--- src/include/idu_defines.svh ---
// ======================================
// Decode stage widths, instruction fields,
// opcode values and compare attributes
// ======================================

`ifndef IDU_DEFINES_SVH
`define IDU_DEFINES_SVH

// Widths
`define IDU_DW              32
`define IDU_REG_AW          5
`define IDU_IW              32

// Instruction fields
`define IDU_F_OPC_LO        0
`define IDU_F_OPC_HI        5
`define IDU_F_RD_LO         6
`define IDU_F_RD_HI         11
`define IDU_F_RS1_LO        12
`define IDU_F_RS1_HI        17
`define IDU_F_RS2_LO        18
`define IDU_F_RS2_HI        23
`define IDU_F_ATTR_LO       24
`define IDU_F_ATTR_HI       31
`define IDU_F_IMM14_LO      18
`define IDU_F_IMM14_HI      31
`define IDU_F_IMM18_LO      12
`define IDU_F_IMM18_HI      29

// Logic unit
`define IDU_OP_AND          6'h02
`define IDU_OP_AND_I        6'h03
`define IDU_OP_OR           6'h04
`define IDU_OP_OR_I         6'h05
`define IDU_OP_XOR          6'h06
`define IDU_OP_XOR_I        6'h07
`define IDU_OP_LSL          6'h08
`define IDU_OP_LSL_I        6'h09
`define IDU_OP_LSR          6'h0a
`define IDU_OP_LSR_I        6'h0b
`define IDU_OP_ASR          6'h0c
`define IDU_OP_ASR_I        6'h0d

// Arithmetic unit
`define IDU_OP_CMP          6'h0e
`define IDU_OP_ADD          6'h0f
`define IDU_OP_ADD_I        6'h10
`define IDU_OP_SUB          6'h11
`define IDU_OP_MUL          6'h12
`define IDU_OP_DIV          6'h13
`define IDU_OP_DIVU         6'h14
`define IDU_OP_MOD          6'h15
`define IDU_OP_MODU         6'h16
`define IDU_OP_MHI          6'h17

// Memory access
`define IDU_OP_LDB          6'h18
`define IDU_OP_LDBU         6'h19
`define IDU_OP_LDH          6'h1a
`define IDU_OP_LDHU         6'h1b
`define IDU_OP_LDWU         6'h1c
`define IDU_OP_STB          6'h1d
`define IDU_OP_STH          6'h1e
`define IDU_OP_STW          6'h1f

// Special registers and barrier
`define IDU_OP_WMSR         6'h20
`define IDU_OP_RMSR         6'h21
`define IDU_OP_MBARR        6'h22

// cmp attribute field
`define IDU_ATTR_EQ         8'h01
`define IDU_ATTR_GT         8'h02

`endif

--- src/hw/idu_pkg.sv ---
// ======================================
// Decode stage types: data word, register
// number, opcode buses, decoded fields
// ======================================

`include "idu_defines.svh"

package idu_pkg;

   typedef logic [`IDU_DW-1:0]     word_t;
   typedef logic [`IDU_REG_AW-1:0] reg_addr_t;

   // Logic unit one-hot bus
   typedef struct packed {
      logic op_and;
      logic op_or;
      logic op_xor;
      logic op_lsl;
      logic op_lsr;
      logic op_asr;
   } lu_opc_t;

   // Arithmetic unit one-hot bus
   typedef struct packed {
      logic cmp;
      logic add;
      logic sub;
      logic mul;
      logic div;
      logic divu;
      logic mod;
      logic modu;
      logic mhi;
   } au_opc_t;

   // Special-register unit
   typedef struct packed {
      logic wmsr;
      logic rmsr;
   } eu_opc_t;

   // Memory access size
   typedef enum logic [2:0] {
      MEM_NONE = 3'd0,
      MEM_BYTE = 3'd1,
      MEM_HALF = 3'd2,
      MEM_WORD = 3'd3
   } mem_size_t;

   typedef struct packed {
      // Data fields, kept through a flush
      lu_opc_t   lu_opc;
      au_opc_t   au_opc;
      eu_opc_t   eu_opc;
      logic      cmp_eq;
      logic      cmp_signed;
      mem_size_t load_size;
      mem_size_t store_size;
      reg_addr_t wb_reg_addr;
      // Control fields with side effects
      logic      emu_insn;
      logic      mu_load;
      logic      mu_store;
      logic      mu_barr;
      logic      mu_sign_ext;
      logic      wb_regf;
   } decode_ctrl_t;

endpackage

--- src/hw/idu_operand_if.sv ---
// ======================================
// Operand requests and immediate from
// the decoder to the operand unit
// ======================================

interface idu_operand_if;

   import idu_pkg::*;

   logic      rs1_req;
   logic      rs2_req;
   // Second read port fetches rd instead of rs2
   logic      rs2_is_rd;
   reg_addr_t rs1_addr;
   reg_addr_t rs2_addr;
   word_t     imm;

   modport decoder (
      output rs1_req,
      output rs2_req,
      output rs2_is_rd,
      output rs1_addr,
      output rs2_addr,
      output imm
   );

   modport operand (
      input rs1_req,
      input rs2_req,
      input rs2_is_rd,
      input rs1_addr,
      input rs2_addr,
      input imm
   );

endinterface

--- src/hw/idu_issue_reg.sv ---
// ======================================
// Single-entry issue buffer for decoded
// fields, valid/ready and flush clearing
// ======================================

module idu_issue_reg (
   input  logic                  clk,
   input  logic                  rst_n_i,
   input  logic                  in_valid_i,
   output logic                  in_ready_o,
   output logic                  out_valid_o,
   input  logic                  out_ready_i,
   input  logic                  flush_i,
   input  idu_pkg::decode_ctrl_t ctrl_i,
   output idu_pkg::decode_ctrl_t ctrl_o,
   output logic                  accept_o
);

   import idu_pkg::*;

   logic         out_valid_q;
   decode_ctrl_t data_q;
   logic         emu_insn_q;
   logic         mu_load_q;
   logic         mu_store_q;
   logic         mu_barr_q;
   logic         mu_sign_ext_q;
   logic         wb_regf_q;
   logic         load;

   // Free slot, or the slot drains this cycle
   assign in_ready_o  = ~out_valid_q | out_ready_i;
   assign accept_o    = in_valid_i & in_ready_o;
   assign out_valid_o = out_valid_q;
   assign load        = accept_o | flush_i;

   always_ff @(posedge clk or negedge rst_n_i) begin
      if (!rst_n_i) begin
         out_valid_q <= 1'b0;
      end else if (accept_o) begin
         out_valid_q <= 1'b1;
      end else if (out_ready_i) begin
         out_valid_q <= 1'b0;
      end
   end

   // Side-effect fields are squashed by a flush
   always_ff @(posedge clk or negedge rst_n_i) begin
      if (!rst_n_i) begin
         emu_insn_q    <= 1'b0;
         mu_load_q     <= 1'b0;
         mu_store_q    <= 1'b0;
         mu_barr_q     <= 1'b0;
         mu_sign_ext_q <= 1'b0;
         wb_regf_q     <= 1'b0;
      end else if (load) begin
         emu_insn_q    <= ctrl_i.emu_insn & ~flush_i;
         mu_load_q     <= ctrl_i.mu_load & ~flush_i;
         mu_store_q    <= ctrl_i.mu_store & ~flush_i;
         mu_barr_q     <= ctrl_i.mu_barr & ~flush_i;
         mu_sign_ext_q <= ctrl_i.mu_sign_ext & ~flush_i;
         wb_regf_q     <= ctrl_i.wb_regf & ~flush_i;
      end
   end

   always_ff @(posedge clk) begin
      if (load) begin
         data_q <= ctrl_i;
      end
   end

   always_comb begin
      ctrl_o             = data_q;
      ctrl_o.emu_insn    = emu_insn_q;
      ctrl_o.mu_load     = mu_load_q;
      ctrl_o.mu_store    = mu_store_q;
      ctrl_o.mu_barr     = mu_barr_q;
      ctrl_o.mu_sign_ext = mu_sign_ext_q;
      ctrl_o.wb_regf     = wb_regf_q;
   end

endmodule

--- src/hw/idu_opcode_decoder.sv ---
// ======================================
// Opcode decoder: control fields, register
// read requests and extended immediate
// ======================================

`include "idu_defines.svh"

module idu_opcode_decoder (
   input  logic [`IDU_IW-1:0]   insn_i,
   output idu_pkg::decode_ctrl_t ctrl_o,
   idu_operand_if.decoder       opnd_if
);

   import idu_pkg::*;

   // Instruction fields
   wire [5:0]  f_opcode = insn_i[`IDU_F_OPC_HI:`IDU_F_OPC_LO];
   wire [5:0]  f_rd     = insn_i[`IDU_F_RD_HI:`IDU_F_RD_LO];
   wire [5:0]  f_rs1    = insn_i[`IDU_F_RS1_HI:`IDU_F_RS1_LO];
   wire [5:0]  f_rs2    = insn_i[`IDU_F_RS2_HI:`IDU_F_RS2_LO];
   wire [7:0]  f_attr   = insn_i[`IDU_F_ATTR_HI:`IDU_F_ATTR_LO];
   wire [13:0] f_imm14  = insn_i[`IDU_F_IMM14_HI:`IDU_F_IMM14_LO];
   wire [17:0] f_imm18  = insn_i[`IDU_F_IMM18_HI:`IDU_F_IMM18_LO];

   wire op_ldb   = (f_opcode == `IDU_OP_LDB);
   wire op_ldbu  = (f_opcode == `IDU_OP_LDBU);
   wire op_ldh   = (f_opcode == `IDU_OP_LDH);
   wire op_ldhu  = (f_opcode == `IDU_OP_LDHU);
   wire op_ldwu  = (f_opcode == `IDU_OP_LDWU);
   wire op_stb   = (f_opcode == `IDU_OP_STB);
   wire op_sth   = (f_opcode == `IDU_OP_STH);
   wire op_stw   = (f_opcode == `IDU_OP_STW);
   wire op_and   = (f_opcode == `IDU_OP_AND);
   wire op_and_i = (f_opcode == `IDU_OP_AND_I);
   wire op_or    = (f_opcode == `IDU_OP_OR);
   wire op_or_i  = (f_opcode == `IDU_OP_OR_I);
   wire op_xor   = (f_opcode == `IDU_OP_XOR);
   wire op_xor_i = (f_opcode == `IDU_OP_XOR_I);
   wire op_lsl   = (f_opcode == `IDU_OP_LSL);
   wire op_lsl_i = (f_opcode == `IDU_OP_LSL_I);
   wire op_lsr   = (f_opcode == `IDU_OP_LSR);
   wire op_lsr_i = (f_opcode == `IDU_OP_LSR_I);
   wire op_asr   = (f_opcode == `IDU_OP_ASR);
   wire op_asr_i = (f_opcode == `IDU_OP_ASR_I);
   wire op_cmp   = (f_opcode == `IDU_OP_CMP);
   wire op_add   = (f_opcode == `IDU_OP_ADD);
   wire op_add_i = (f_opcode == `IDU_OP_ADD_I);
   wire op_sub   = (f_opcode == `IDU_OP_SUB);
   wire op_mul   = (f_opcode == `IDU_OP_MUL);
   wire op_div   = (f_opcode == `IDU_OP_DIV);
   wire op_divu  = (f_opcode == `IDU_OP_DIVU);
   wire op_mod   = (f_opcode == `IDU_OP_MOD);
   wire op_modu  = (f_opcode == `IDU_OP_MODU);
   wire op_mhi   = (f_opcode == `IDU_OP_MHI);
   wire op_wmsr  = (f_opcode == `IDU_OP_WMSR);
   wire op_rmsr  = (f_opcode == `IDU_OP_RMSR);
   wire op_mbarr = (f_opcode == `IDU_OP_MBARR);

   wire op_load  = op_ldb | op_ldbu | op_ldh | op_ldhu | op_ldwu;
   wire op_store = op_stb | op_sth | op_stw;

   // Forms taking the 14-bit immediate as second operand
   wire insn_imm14 = op_and_i | op_or_i | op_xor_i | op_lsl_i | op_lsr_i | op_asr_i |
                     op_add_i | op_load | op_store | op_wmsr | op_rmsr;
   wire imm14_signed = op_xor_i | op_add_i | op_load | op_store;
   wire rd_as_rs2    = op_store | op_wmsr;
   wire reg_reg_form = ~(insn_imm14 | op_mhi | op_mbarr);

   wire [`IDU_DW-1:0] simm14 = {{(`IDU_DW-14){f_imm14[13]}}, f_imm14};
   wire [`IDU_DW-1:0] uimm14 = {{(`IDU_DW-14){1'b0}}, f_imm14};
   wire [`IDU_DW-1:0] uimm18 = {{(`IDU_DW-18){1'b0}}, f_imm18};

   always_comb begin
      ctrl_o = '0;
      ctrl_o.lu_opc.op_and = op_and | op_and_i;
      ctrl_o.lu_opc.op_or  = op_or | op_or_i;
      ctrl_o.lu_opc.op_xor = op_xor | op_xor_i;
      ctrl_o.lu_opc.op_lsl = op_lsl | op_lsl_i;
      ctrl_o.lu_opc.op_lsr = op_lsr | op_lsr_i;
      ctrl_o.lu_opc.op_asr = op_asr | op_asr_i;
      ctrl_o.au_opc.cmp    = op_cmp;
      ctrl_o.au_opc.add    = op_add | op_add_i;
      ctrl_o.au_opc.sub    = op_sub;
      ctrl_o.au_opc.mul    = op_mul;
      ctrl_o.au_opc.div    = op_div;
      ctrl_o.au_opc.divu   = op_divu;
      ctrl_o.au_opc.mod    = op_mod;
      ctrl_o.au_opc.modu   = op_modu;
      ctrl_o.au_opc.mhi    = op_mhi;
      ctrl_o.eu_opc.wmsr   = op_wmsr;
      ctrl_o.eu_opc.rmsr   = op_rmsr;
      ctrl_o.cmp_eq        = op_cmp & (f_attr == `IDU_ATTR_EQ);
      ctrl_o.cmp_signed    = op_cmp & (f_attr == `IDU_ATTR_GT);
      ctrl_o.load_size     = (op_ldb | op_ldbu) ? MEM_BYTE :
                             (op_ldh | op_ldhu) ? MEM_HALF :
                             op_ldwu ? MEM_WORD : MEM_NONE;
      ctrl_o.store_size    = op_stb ? MEM_BYTE : op_sth ? MEM_HALF :
                             op_stw ? MEM_WORD : MEM_NONE;
      ctrl_o.wb_reg_addr   = f_rd[`IDU_REG_AW-1:0];
      ctrl_o.mu_load       = op_load;
      ctrl_o.mu_store      = op_store;
      ctrl_o.mu_barr       = op_mbarr;
      ctrl_o.mu_sign_ext   = op_ldb | op_ldh;
      // Anything not matched above goes to the emulation trap
      ctrl_o.emu_insn      = ~((|ctrl_o.lu_opc) | (|ctrl_o.au_opc) | (|ctrl_o.eu_opc) |
                               op_load | op_store | op_mbarr);
      ctrl_o.wb_regf       = ~(op_mbarr | op_cmp | op_store | op_wmsr | ctrl_o.emu_insn);
   end

   // Register file requests
   assign opnd_if.rs1_req   = ~op_mbarr;
   assign opnd_if.rs2_req   = reg_reg_form | rd_as_rs2;
   assign opnd_if.rs2_is_rd = rd_as_rs2;
   assign opnd_if.rs1_addr  = f_rs1[`IDU_REG_AW-1:0];
   assign opnd_if.rs2_addr  = rd_as_rs2 ? f_rd[`IDU_REG_AW-1:0] : f_rs2[`IDU_REG_AW-1:0];

   assign opnd_if.imm = insn_imm14 ? (imm14_signed ? simm14 : uimm14) : uimm18;

endmodule

--- src/hw/idu_operand_unit.sv ---
// ======================================
// Register file reads, immediate and the
// three execute operands
// ======================================

module idu_operand_unit (
   input  logic               clk,
   input  logic               rst_n_i,
   input  logic               accept_i,
   idu_operand_if.operand     opnd_if,
   output logic               rs1_re_o,
   output logic               rs2_re_o,
   output idu_pkg::reg_addr_t rs1_addr_o,
   output idu_pkg::reg_addr_t rs2_addr_o,
   input  idu_pkg::word_t     rs1_dout_i,
   input  idu_pkg::word_t     rs2_dout_i,
   output idu_pkg::word_t     operand_1_o,
   output idu_pkg::word_t     operand_2_o,
   output idu_pkg::word_t     operand_3_o
);

   import idu_pkg::*;

   logic  rs1_frm_regf_q;
   logic  rs2_frm_regf_q;
   logic  rd_as_rs2_q;
   word_t imm_q;

   // Reads only go out with an accepted instruction
   assign rs1_re_o   = opnd_if.rs1_req & accept_i;
   assign rs2_re_o   = opnd_if.rs2_req & accept_i;
   assign rs1_addr_o = opnd_if.rs1_addr;
   assign rs2_addr_o = opnd_if.rs2_addr;

   // Operand sources, one cycle ahead of the register data
   always_ff @(posedge clk or negedge rst_n_i) begin
      if (!rst_n_i) begin
         rs1_frm_regf_q <= 1'b0;
         rs2_frm_regf_q <= 1'b0;
         rd_as_rs2_q    <= 1'b0;
      end else if (accept_i) begin
         rs1_frm_regf_q <= opnd_if.rs1_req;
         rs2_frm_regf_q <= opnd_if.rs2_req & ~opnd_if.rs2_is_rd;
         rd_as_rs2_q    <= opnd_if.rs2_is_rd;
      end
   end

   always_ff @(posedge clk) begin
      if (accept_i) begin
         imm_q <= opnd_if.imm;
      end
   end

   // Register file holds its data until the next read
   assign operand_1_o = rs1_frm_regf_q ? rs1_dout_i : imm_q;
   assign operand_2_o = rs2_frm_regf_q ? rs2_dout_i : imm_q;
   // Store data or value for wmsr
   assign operand_3_o = rd_as_rs2_q ? rs2_dout_i : '0;

endmodule

--- src/hw/idu_top.sv ---
// ======================================
// Instruction decode stage top level
// ======================================

`include "idu_defines.svh"

module idu_top (
   input  logic                  clk,
   input  logic                  rst_n_i,
   input  logic                  idu_in_valid_i,
   output logic                  idu_in_ready_o,
   input  logic [`IDU_IW-1:0]    idu_insn_i,
   input  logic                  flush_i,
   output logic                  regf_rs1_re_o,
   output logic                  regf_rs2_re_o,
   output idu_pkg::reg_addr_t    regf_rs1_addr_o,
   output idu_pkg::reg_addr_t    regf_rs2_addr_o,
   input  idu_pkg::word_t        regf_rs1_dout_i,
   input  idu_pkg::word_t        regf_rs2_dout_i,
   input  logic                  ieu_in_ready_i,
   output logic                  ieu_in_valid_o,
   output idu_pkg::word_t        ieu_operand_1_o,
   output idu_pkg::word_t        ieu_operand_2_o,
   output idu_pkg::word_t        ieu_operand_3_o,
   output idu_pkg::lu_opc_t      ieu_lu_opc_o,
   output idu_pkg::au_opc_t      ieu_au_opc_o,
   output idu_pkg::eu_opc_t      ieu_eu_opc_o,
   output logic                  ieu_au_cmp_eq_o,
   output logic                  ieu_au_cmp_signed_o,
   output logic                  ieu_emu_insn_o,
   output logic                  ieu_mu_load_o,
   output logic                  ieu_mu_store_o,
   output logic                  ieu_mu_sign_ext_o,
   output logic                  ieu_mu_barr_o,
   output logic                  ieu_wb_regf_o,
   output idu_pkg::mem_size_t    ieu_mu_load_size_o,
   output idu_pkg::mem_size_t    ieu_mu_store_size_o,
   output idu_pkg::reg_addr_t    ieu_wb_reg_addr_o
);

   import idu_pkg::*;

   decode_ctrl_t dec_ctrl;
   decode_ctrl_t ieu_ctrl;
   logic         accept;

   idu_operand_if opnd_if ();

   idu_opcode_decoder i_decoder (
      .insn_i  (idu_insn_i),
      .ctrl_o  (dec_ctrl),
      .opnd_if (opnd_if.decoder)
   );

   idu_issue_reg i_issue_reg (
      .clk         (clk),
      .rst_n_i     (rst_n_i),
      .in_valid_i  (idu_in_valid_i),
      .in_ready_o  (idu_in_ready_o),
      .out_valid_o (ieu_in_valid_o),
      .out_ready_i (ieu_in_ready_i),
      .flush_i     (flush_i),
      .ctrl_i      (dec_ctrl),
      .ctrl_o      (ieu_ctrl),
      .accept_o    (accept)
   );

   idu_operand_unit i_operand_unit (
      .clk         (clk),
      .rst_n_i     (rst_n_i),
      .accept_i    (accept),
      .opnd_if     (opnd_if.operand),
      .rs1_re_o    (regf_rs1_re_o),
      .rs2_re_o    (regf_rs2_re_o),
      .rs1_addr_o  (regf_rs1_addr_o),
      .rs2_addr_o  (regf_rs2_addr_o),
      .rs1_dout_i  (regf_rs1_dout_i),
      .rs2_dout_i  (regf_rs2_dout_i),
      .operand_1_o (ieu_operand_1_o),
      .operand_2_o (ieu_operand_2_o),
      .operand_3_o (ieu_operand_3_o)
   );

   // Registered fields out to the execute stage
   assign ieu_lu_opc_o        = ieu_ctrl.lu_opc;
   assign ieu_au_opc_o        = ieu_ctrl.au_opc;
   assign ieu_eu_opc_o        = ieu_ctrl.eu_opc;
   assign ieu_au_cmp_eq_o     = ieu_ctrl.cmp_eq;
   assign ieu_au_cmp_signed_o = ieu_ctrl.cmp_signed;
   assign ieu_emu_insn_o      = ieu_ctrl.emu_insn;
   assign ieu_mu_load_o       = ieu_ctrl.mu_load;
   assign ieu_mu_store_o      = ieu_ctrl.mu_store;
   assign ieu_mu_sign_ext_o   = ieu_ctrl.mu_sign_ext;
   assign ieu_mu_barr_o       = ieu_ctrl.mu_barr;
   assign ieu_wb_regf_o       = ieu_ctrl.wb_regf;
   assign ieu_mu_load_size_o  = ieu_ctrl.load_size;
   assign ieu_mu_store_size_o = ieu_ctrl.store_size;
   assign ieu_wb_reg_addr_o   = ieu_ctrl.wb_reg_addr;

endmodule

--- config.mk ---
export PLATFORM = sky130hd
export DESIGN_NAME = idu_top
export DESIGN_NICKNAME = d
export VERILOG_FILES = /design/src/hw/idu_pkg.sv /design/src/hw/idu_operand_if.sv /design/src/hw/idu_issue_reg.sv /design/src/hw/idu_opcode_decoder.sv /design/src/hw/idu_operand_unit.sv /design/src/hw/idu_top.sv
export VERILOG_INCLUDE_DIRS = /design/src /design/src/include
export SDC_FILE = /design/constraint.sdc
export NUM_CORES = 1
export LEC_CHECK = 0
export BUFFER_PORTS_ARGS = -buffer_cell sky130_fd_sc_hd__buf_4
export CAP_MARGIN = 20
export CORE_MARGIN = 5
export CORE_UTILIZATION = 35
export DETAILED_ROUTE_END_ITERATION = 10
export GPL_TIMING_DRIVEN = 0
export PLACE_DENSITY = 0.72
export SETUP_SLACK_MARGIN = 0.5
export SKIP_LAST_GASP = 1
export SYNTH_ARGS = -nofsm -noshare
export SYNTH_HDL_FRONTEND = slang
export SYNTH_SLANG_ARGS = --single-unit
--- constraint.sdc ---
create_clock -name clk -period 1.9 [get_ports clk]
set_input_delay 0.19 -clock clk [delete_from_list [all_inputs] [get_ports clk]]
set_output_delay 0.19 -clock clk [all_outputs]
set_load 0.01 [all_outputs]
==> results.sh, run 1 <==
export IMPL_outcome="finished clean"
export IMPL_global_route_usage_total=0.267
export IMPL_grt_overflow_total=0
export IMPL_power_static_leakage_nw=3.75
export IMPL_routed_via_density=5.24
export IMPL_sequential_share_of_power=0.316
export IMPL_power_per_cell_area_mw_per_mm2=618
export IMPL_ir_worst_vdd_v=0.000479
export IMPL_die_height_um=111
export IMPL_dp_hpwl_mm=11.7
export IMPL_post_synth_cell_area_avg_sq_um=10.2
export IMPL_floorplan_die_area_sq_mm=0.0123
export IMPL_drc_violation_total_after_the_first_tritonroute_iteration=196
export IMPL_timing_critical_path_mode_cell="sky130_fd_sc_hd__buf_6"
export IMPL_initial_core_util=0.361
export IMPL_insertion_delay_ns=0.34
export IMPL_unrepaired_setup_endpoints_after_global_routing="yes"
export IMPL_synth_top_cells_by_area="sky130_fd_sc_hd__edfxtp_1 40%, sky130_fd_sc_hd__mux2_2 15%, sky130_fd_sc_hd__nand2_1 7.7%"
export IMPL_layout_min_cycle_time_ns=1.88
export IMPL_slew_violations=0
export IMPL_design_power_total_mw=4.71
export IMPL_synth_ff_type="sky130_fd_sc_hd__edfxtp_1"
export IMPL_setup_tns_final_ns=0
export IMPL_worst_endpoint_required_ns=1.71
export IMPL_io_buffers=241
export IMPL_crit_path_max_fo=7
export IMPL_reg2reg_path_depth=4
export IMPL_achievable_frequency_mhz=532
export IMPL_final_hold_violation_count=0
export IMPL_switching_share=0.287
export IMPL_initial_antenna_violation_count=1
export IMPL_firstDrtPassIters=4
export IMPL_comb_power_share=0.396
export IMPL_drcViolationCount=0
export IMPL_clock_skews_ns=0.00740
export IMPL_synth_enable_flop_cells=47
export IMPL_max_reg_flops=28
export IMPL_count_of_standard_cell_rows=36
export IMPL_synthToLayoutAreaGrowth_pct=114
export IMPL_power_switching_mw=1.35
export IMPL_slew_worst_pin_ns=0.540
export IMPL_final_net_count=750
export IMPL_netlist_area_sq_mm=0.00356
export IMPL_synth_top_area_share=0.396
export IMPL_setup_viol=0
export IMPL_ys_warn_count=0
export IMPL_synthDominantAreaCellType="sky130_fd_sc_hd__edfxtp_1"
export IMPL_gp_congestion=0.989
export IMPL_ctsHtreeMaxLevel=3
export IMPL_syn_inst=350
export IMPL_number_of_register_bits_inferred_by_synthesis=57
export IMPL_synth_yosys_seq_area_share=0.466
export IMPL_worst_setup_path_type="in2out"
export IMPL_pin_count_of_the_biggest_net_entering_global_routing=27
export IMPL_chipWidth_um=111
export IMPL_hold_depth=1
export IMPL_maxCapViolations=0
export IMPL_core_area_sq_mm=0.00986
export IMPL_async_reset_ff_frac=0.175
export IMPL_cts_inserted_buffers=9
export IMPL_share_of_post_route_cells_with_drive_strength_above_1=0.758
export IMPL_mostFrequentLayoutCell="sky130_fd_sc_hd__buf_4"
export IMPL_clock_path_buffers=2
export IMPL_worst_setup_path_start_kind="input pin"
export IMPL_placed_instance_area_sq_mm=0.00561
export IMPL_timing_critical_path_cells="buf_6, buf_6, or4b_4, nor3_4, nor2_4, mux2_4, buf_6"
export IMPL_cts_clk_slew_worst_paths_ns=0.07
export IMPL_count_of_vias_placed_by_the_detailed_router=4127
export IMPL_ys_types=43
export IMPL_power_clock_fraction=0.288
export IMPL_period_utilisation_layout=0.989
export IMPL_grt_pass1_wl_mm=25.7
export IMPL_critPathSlowestCell="sky130_fd_sc_hd__or4b_4"
export IMPL_worst_ep_arrival_time_ns=1.69
export IMPL_tritoncts="done"
export IMPL_final_cell_mix="169 x sky130_fd_sc_hd__buf_4, 116 x sky130_fd_sc_hd__buf_6, 51 x sky130_fd_sc_hd__mux2_4"
export IMPL_clock_root_buffer="sky130_fd_sc_hd__clkbuf_8"
export IMPL_final_antenna_net_count=0
export IMPL_critPathMaxStageDelay_ns=0.54
export IMPL_internal_power_contribution_mw=3.36
export IMPL_hold_path_class="in2reg"
export IMPL_drt_total_wl_mm=19.1
export IMPL_grt_pass1_vias=4305
export IMPL_design_area_sq_mm=0.00762
export IMPL_final_setup_worst_slack_ns=0.0217
export IMPL_wl_per_cell_um=24.3
export IMPL_detailedPlace_worstSlack_ns=-0.286
export IMPL_setup_worst_path_end_class="output port"
export IMPL_relative_max_transition_margin=0.640
export IMPL_ioPinCount=247
export IMPL_clock_sinks=57
==> cells in the mapped netlist (2+ instances only) <==
cell type / count
sky130_fd_sc_hd__a21oi_1: 7
sky130_fd_sc_hd__and2_1: 34
sky130_fd_sc_hd__dfrtp_1: 10
sky130_fd_sc_hd__edfxtp_1: 47
sky130_fd_sc_hd__o21ai_0: 4
sky130_fd_sc_hd__clkbuf_1: 22
sky130_fd_sc_hd__nand3b_1: 3
sky130_fd_sc_hd__nor2_1: 25
sky130_fd_sc_hd__nor4_1: 5
sky130_fd_sc_hd__mux2i_1: 3
sky130_fd_sc_hd__buf_4: 7
sky130_fd_sc_hd__a21o_1: 4
sky130_fd_sc_hd__nor3b_1: 2
sky130_fd_sc_hd__nor2b_1: 2
sky130_fd_sc_hd__nand2_1: 73
sky130_fd_sc_hd__or4b_4: 2
sky130_fd_sc_hd__o311ai_0: 2
sky130_fd_sc_hd__mux2_4: 6
sky130_fd_sc_hd__and3_1: 3
sky130_fd_sc_hd__buf_6: 3
sky130_fd_sc_hd__a31oi_1: 2
sky130_fd_sc_hd__inv_1: 3
sky130_fd_sc_hd__nor3_1: 6
sky130_fd_sc_hd__mux2_2: 49
sky130_fd_sc_hd__nand2b_1: 8
==> worst paths after layout <==
check                                                from                    endpoint  slack (ns)
max in group asynchronous                         rst_n_i  i_operand_unit.rd_as_rs2_q        1.53
worst min register to register  i_issue_reg.mu_sign_ext_q   i_issue_reg.mu_sign_ext_q        0.54
worst min-delay path                        idu_insn_i[6]       i_issue_reg.ctrl_o[6]        0.04
min in group asynchronous                         rst_n_i      i_issue_reg.emu_insn_q        0.21
worst max-delay path                        idu_insn_i[2]          regf_rs2_addr_o[4]        0.02
worst max register to register    i_issue_reg.out_valid_o      i_issue_reg.ctrl_o[19]        0.59
==> per-layer routing <==
metal,vias up,track usage,share of wire
met3,78,0.0781,0.076
li1,1815,-,-
met2,237,0.509,0.53
met5,-,0,0
met4,0,0.100,0.059
met1,1997,0.273,0.33
==> stage by stage <==
| step | utilization | hold slack [ns] | instances |
|---|---|---|---|
| final | 0.773 | 0.0399 | 788 |
| after detailed placement | 0.568 | 0.0264 | 725 |
| after global routing | 0.773 | 0.0199 | 788 |
| after CTS | 0.722 | 0.0238 | 775 |
| after global placement | 0.568 | 0.0245 | 725 |
| after floorplan | - | -0.106 | 351 |
==> power groups by stage <==
stage	Clock, mW	Sequential (mW)	Combinational, mW
final	1.35	1.49	1.87
after global routing	1.43	1.49	1.94
after CTS	1.37	1.48	1.64
after detailed placement	0	1.51	1.19
after global placement	0	1.50	1.18
after floorplan	0	1.52	0.521
==> critical path: cells and delay by family <==
| kind | cells | cell delay (ns) |
|---|---|---|
| simple gates | 3 | 0.85 |
| mux | 1 | 0.32 |
| buf+inv | 3 | 0.33 |
==> final cells by class <==
| cell class | count | area [sq um] |
|---|---|---|
| sequential | 57 | 1660 |
| clock inverter | 6 | 106 |
| fill | 601 | 2240 |
| clock buffer | 10 | 128 |
| tap | 133 | 166 |
| timing repair buffer | 286 | 2700 |
| antenna | 1 | 2.50 |
| inverter | 4 | 20.0 |
| multi-input combinational | 257 | 2420 |
| buffer | 34 | 418 |
==> repair_timing <==
item,CTS,global route
hold endpoints to repair,10,0
pin swaps,31,20
cloned,11,1
hold buffers,1,0
setup buffers,22,11
resized for setup,265,114
endpoints found under the setup margin,151,127
==> kinds of logic (layout without fill, tap and decap cells) <==
family / count (synthesis) / in the layout / share of synthesized area
AND/OR/NAND/NOR: 169 / 170 / 0.239
multiplexers: 58 / 58 / 0.189
flip-flops: 57 / 57 / 0.466
buffers and inverters: 38 / 340 / 0.0541
AO/OA/AOI/OAI: 27 / 27 / 0.0509
other: 1 / 3 / 0.00105
(Power assumes the default switching activity.)
==> run 2: changes to the inputs <==
CORE_UTILIZATION = 38   (was 35)
PLACE_DENSITY = 0.78   (was 0.72)
==> run 2 against run 1 <==
Highest routed layer unchanged. Largest cell class unchanged. Largest power group unchanged. Wire length unchanged. Non-clock buffer count decreased by 12. Clock-buffer cell count unchanged. Clock power decreased by 31%.
==> results.sh, run 2 (same netlist as run 1, synthesis figures left out) <==
export IMPL_ctsHtreeMaxLevel=3
export IMPL_cts_clk_slew_worst_paths_ns=0.07
export IMPL_critPathMaxStageDelay_ns=0.49
export IMPL_slew_worst_pin_ns=0.537
export IMPL_grt_pass1_vias=4299
export IMPL_floorplan_die_area_sq_mm=0.0114
export IMPL_global_route_usage_total=0.297
export IMPL_end_of_the_worst_register_to_register_path="i_issue_reg.mu_load_q"
export IMPL_detailedPlace_worstSlack_ns=-0.247
export IMPL_tritoncts="done"
export IMPL_critPathSlowestCell="sky130_fd_sc_hd__or4b_4"
export IMPL_ff_latch_area_sq_mm=0.00166
export IMPL_setup_tns_final_ns=0
export IMPL_clock_sinks=57
export IMPL_drc_violation_total_after_the_first_tritonroute_iteration=271
export IMPL_critical_path_buf_inv_count=6
export IMPL_filler_cell_count=523
export IMPL_count_of_vias_placed_by_the_detailed_router=4074
export IMPL_count_of_standard_cell_rows=35
export IMPL_synthToLayoutAreaGrowth_pct=106
export IMPL_reg2reg_path_depth=5
export IMPL_setup_viol=0
export IMPL_layout_min_cycle_time_ns=1.88
export IMPL_io_buffers=241
export IMPL_grt_overflow_total=0
export IMPL_firstDrtPassIters=4
export IMPL_unrepaired_setup_endpoints_after_global_routing="yes"
export IMPL_relative_max_transition_margin=0.642
export IMPL_final_net_count=738
export IMPL_insertion_delay_ns=0.34
export IMPL_r2r_start="i_issue_reg.out_valid_o"
export IMPL_die_height_um=107
export IMPL_setup_worst_path_end_class="flop"
export IMPL_critPathLaunch="idu_insn_i[2]"
export IMPL_mostFrequentLayoutCell="sky130_fd_sc_hd__buf_4"
export IMPL_timing_critical_path_max_delay_family="buffers and inverters"
export IMPL_clock_root_buffer="sky130_fd_sc_hd__clkbuf_8"
export IMPL_routed_via_density=5.39
export IMPL_hold_depth=1
export IMPL_worst_setup_path_type="in2reg"
export IMPL_max_reg_flops=28
export IMPL_timing_critical_path_cells="buf_6, buf_6, buf_4, buf_6, or4b_4, buf_6, a21oi_4, nor3_4, buf_6, mux2_4"
export IMPL_initial_antenna_violation_count=3
export IMPL_drt_total_wl_mm=19.1
export IMPL_final_hold_violation_count=0
export IMPL_worst_ep_arrival_time_ns=1.97
export IMPL_final_antenna_net_count=0
export IMPL_period_utilisation_layout=0.991
export IMPL_grt_pass1_wl_mm=25.4
export IMPL_timing_critical_path_mode_cell="sky130_fd_sc_hd__buf_6"
export IMPL_design_power_total_mw=4.21
export IMPL_clock_skews_ns=0.00556
export IMPL_share_of_post_route_cells_with_drive_strength_above_1=0.751
export IMPL_multi_input_comb_area_sq_mm=0.00234
export IMPL_wl_per_cell_um=25.3
export IMPL_initial_core_util=0.387
export IMPL_hold_path_startpoint="idu_insn_i[7]"
export IMPL_final_setup_worst_slack_ns=0.0169
export IMPL_hold_ws_ns=0.0360
export IMPL_crit_path_max_fo=5
export IMPL_worst_endpoint_required_ns=1.98
export IMPL_ioPinCount=247
export IMPL_maxCapViolations=0
export IMPL_achievable_frequency_mhz=531
export IMPL_gp_congestion=0.932
export IMPL_pin_count_of_the_biggest_net_entering_global_routing=27
export IMPL_hold_path_class="in2reg"
export IMPL_power_static_leakage_nw=3.60
export IMPL_cts_inserted_buffers=9
export IMPL_core_area_sq_mm=0.00920
export IMPL_hold_path_endpoint="i_issue_reg.ctrl_o[7]"
export IMPL_final_cell_mix="162 x sky130_fd_sc_hd__buf_4, 111 x sky130_fd_sc_hd__buf_6, 47 x sky130_fd_sc_hd__edfxtp_1"
export IMPL_drcViolationCount=0
export IMPL_clock_path_buffers=2
export IMPL_power_per_cell_area_mw_per_mm2=574
export IMPL_outcome="finished clean"
export IMPL_reg2reg_slack_ns=0.61
export IMPL_dp_hpwl_mm=12.0
export IMPL_worst_setup_path_start_kind="input pin"
export IMPL_ir_worst_vdd_v=0.000497
export IMPL_chipWidth_um=107
export IMPL_slew_violations=0
==> run 2: cell type report <==
cell class                      instances  share of cell area
Multi-Input combinational cell        257               0.319
Inverter                                4             0.00273
Buffer                                 34              0.0567
Timing Repair Buffer                  274               0.354
Antenna cell                            3             0.00102
Clock inverter                          6             0.00341
Sequential cell                        57               0.227
Tap cell                              111              0.0190
Clock buffer                           10              0.0174
==> run 2: metal layers <==
metal | vias up | wire (um) | global-route usage
met5 | - | 0 | 0
met4 | 0 | 1010 | 0.146
met3 | 65 | 1080 | 0.0536
met2 | 213 | 9900 | 0.539
met1 | 2009 | 7160 | 0.332
li1 | 1787 | - | -
==> run 2: how the worst max path moves through the flow <==
stage / to / cells after the start
5_1_grt: regf_rs2_addr_o[4] / 7
2_1_floorplan: i_operand_unit.imm_q[10] / 6
6_report: i_operand_unit.imm_q[13] / 10
3_3_place_gp: i_operand_unit.imm_q[13] / 7
3_5_place_dp: i_operand_unit.imm_q[11] / 7
4_1_cts: regf_rs2_addr_o[4] / 7
==> run 2: power breakdown <==
part / switching [mW] / internal (mW) / total, mW
sequential: 0.0481 / 1.45 / 1.49
clock: 0.479 / 0.450 / 0.929
combinational: 0.785 / 0.998 / 1.78
==> run 2: what timing repair did <==
item	CTS	global route
cloned	9	1
pin swaps	18	8
hold endpoints to repair	10	0
gates resized for setup	249	106
buffers inserted	18	5
hold buffers	1	0
setup endpoints to repair	151	127
==> run 2: worst reg2reg max path, stage by stage, from the launching register on <==
cell and delay [ns]:
sky130_fd_sc_hd__dfrtp_1 0.39, sky130_fd_sc_hd__nand2b_4 0.08, sky130_fd_sc_hd__nand2_4 0.10, sky130_fd_sc_hd__clkinv_4 0.22, sky130_fd_sc_hd__a41oi_1 0.31, sky130_fd_sc_hd__nor2_1 0.06
==> run 2: stage by stage <==
step            util  area [sq um]  cells
3_3_place_gp   0.607          5580    703
2_1_floorplan      -          3630    351
4_1_cts        0.751          6910    747
3_5_place_dp   0.607          5580    703
6_report       0.797          7330    756
5_1_grt        0.797          7330    756
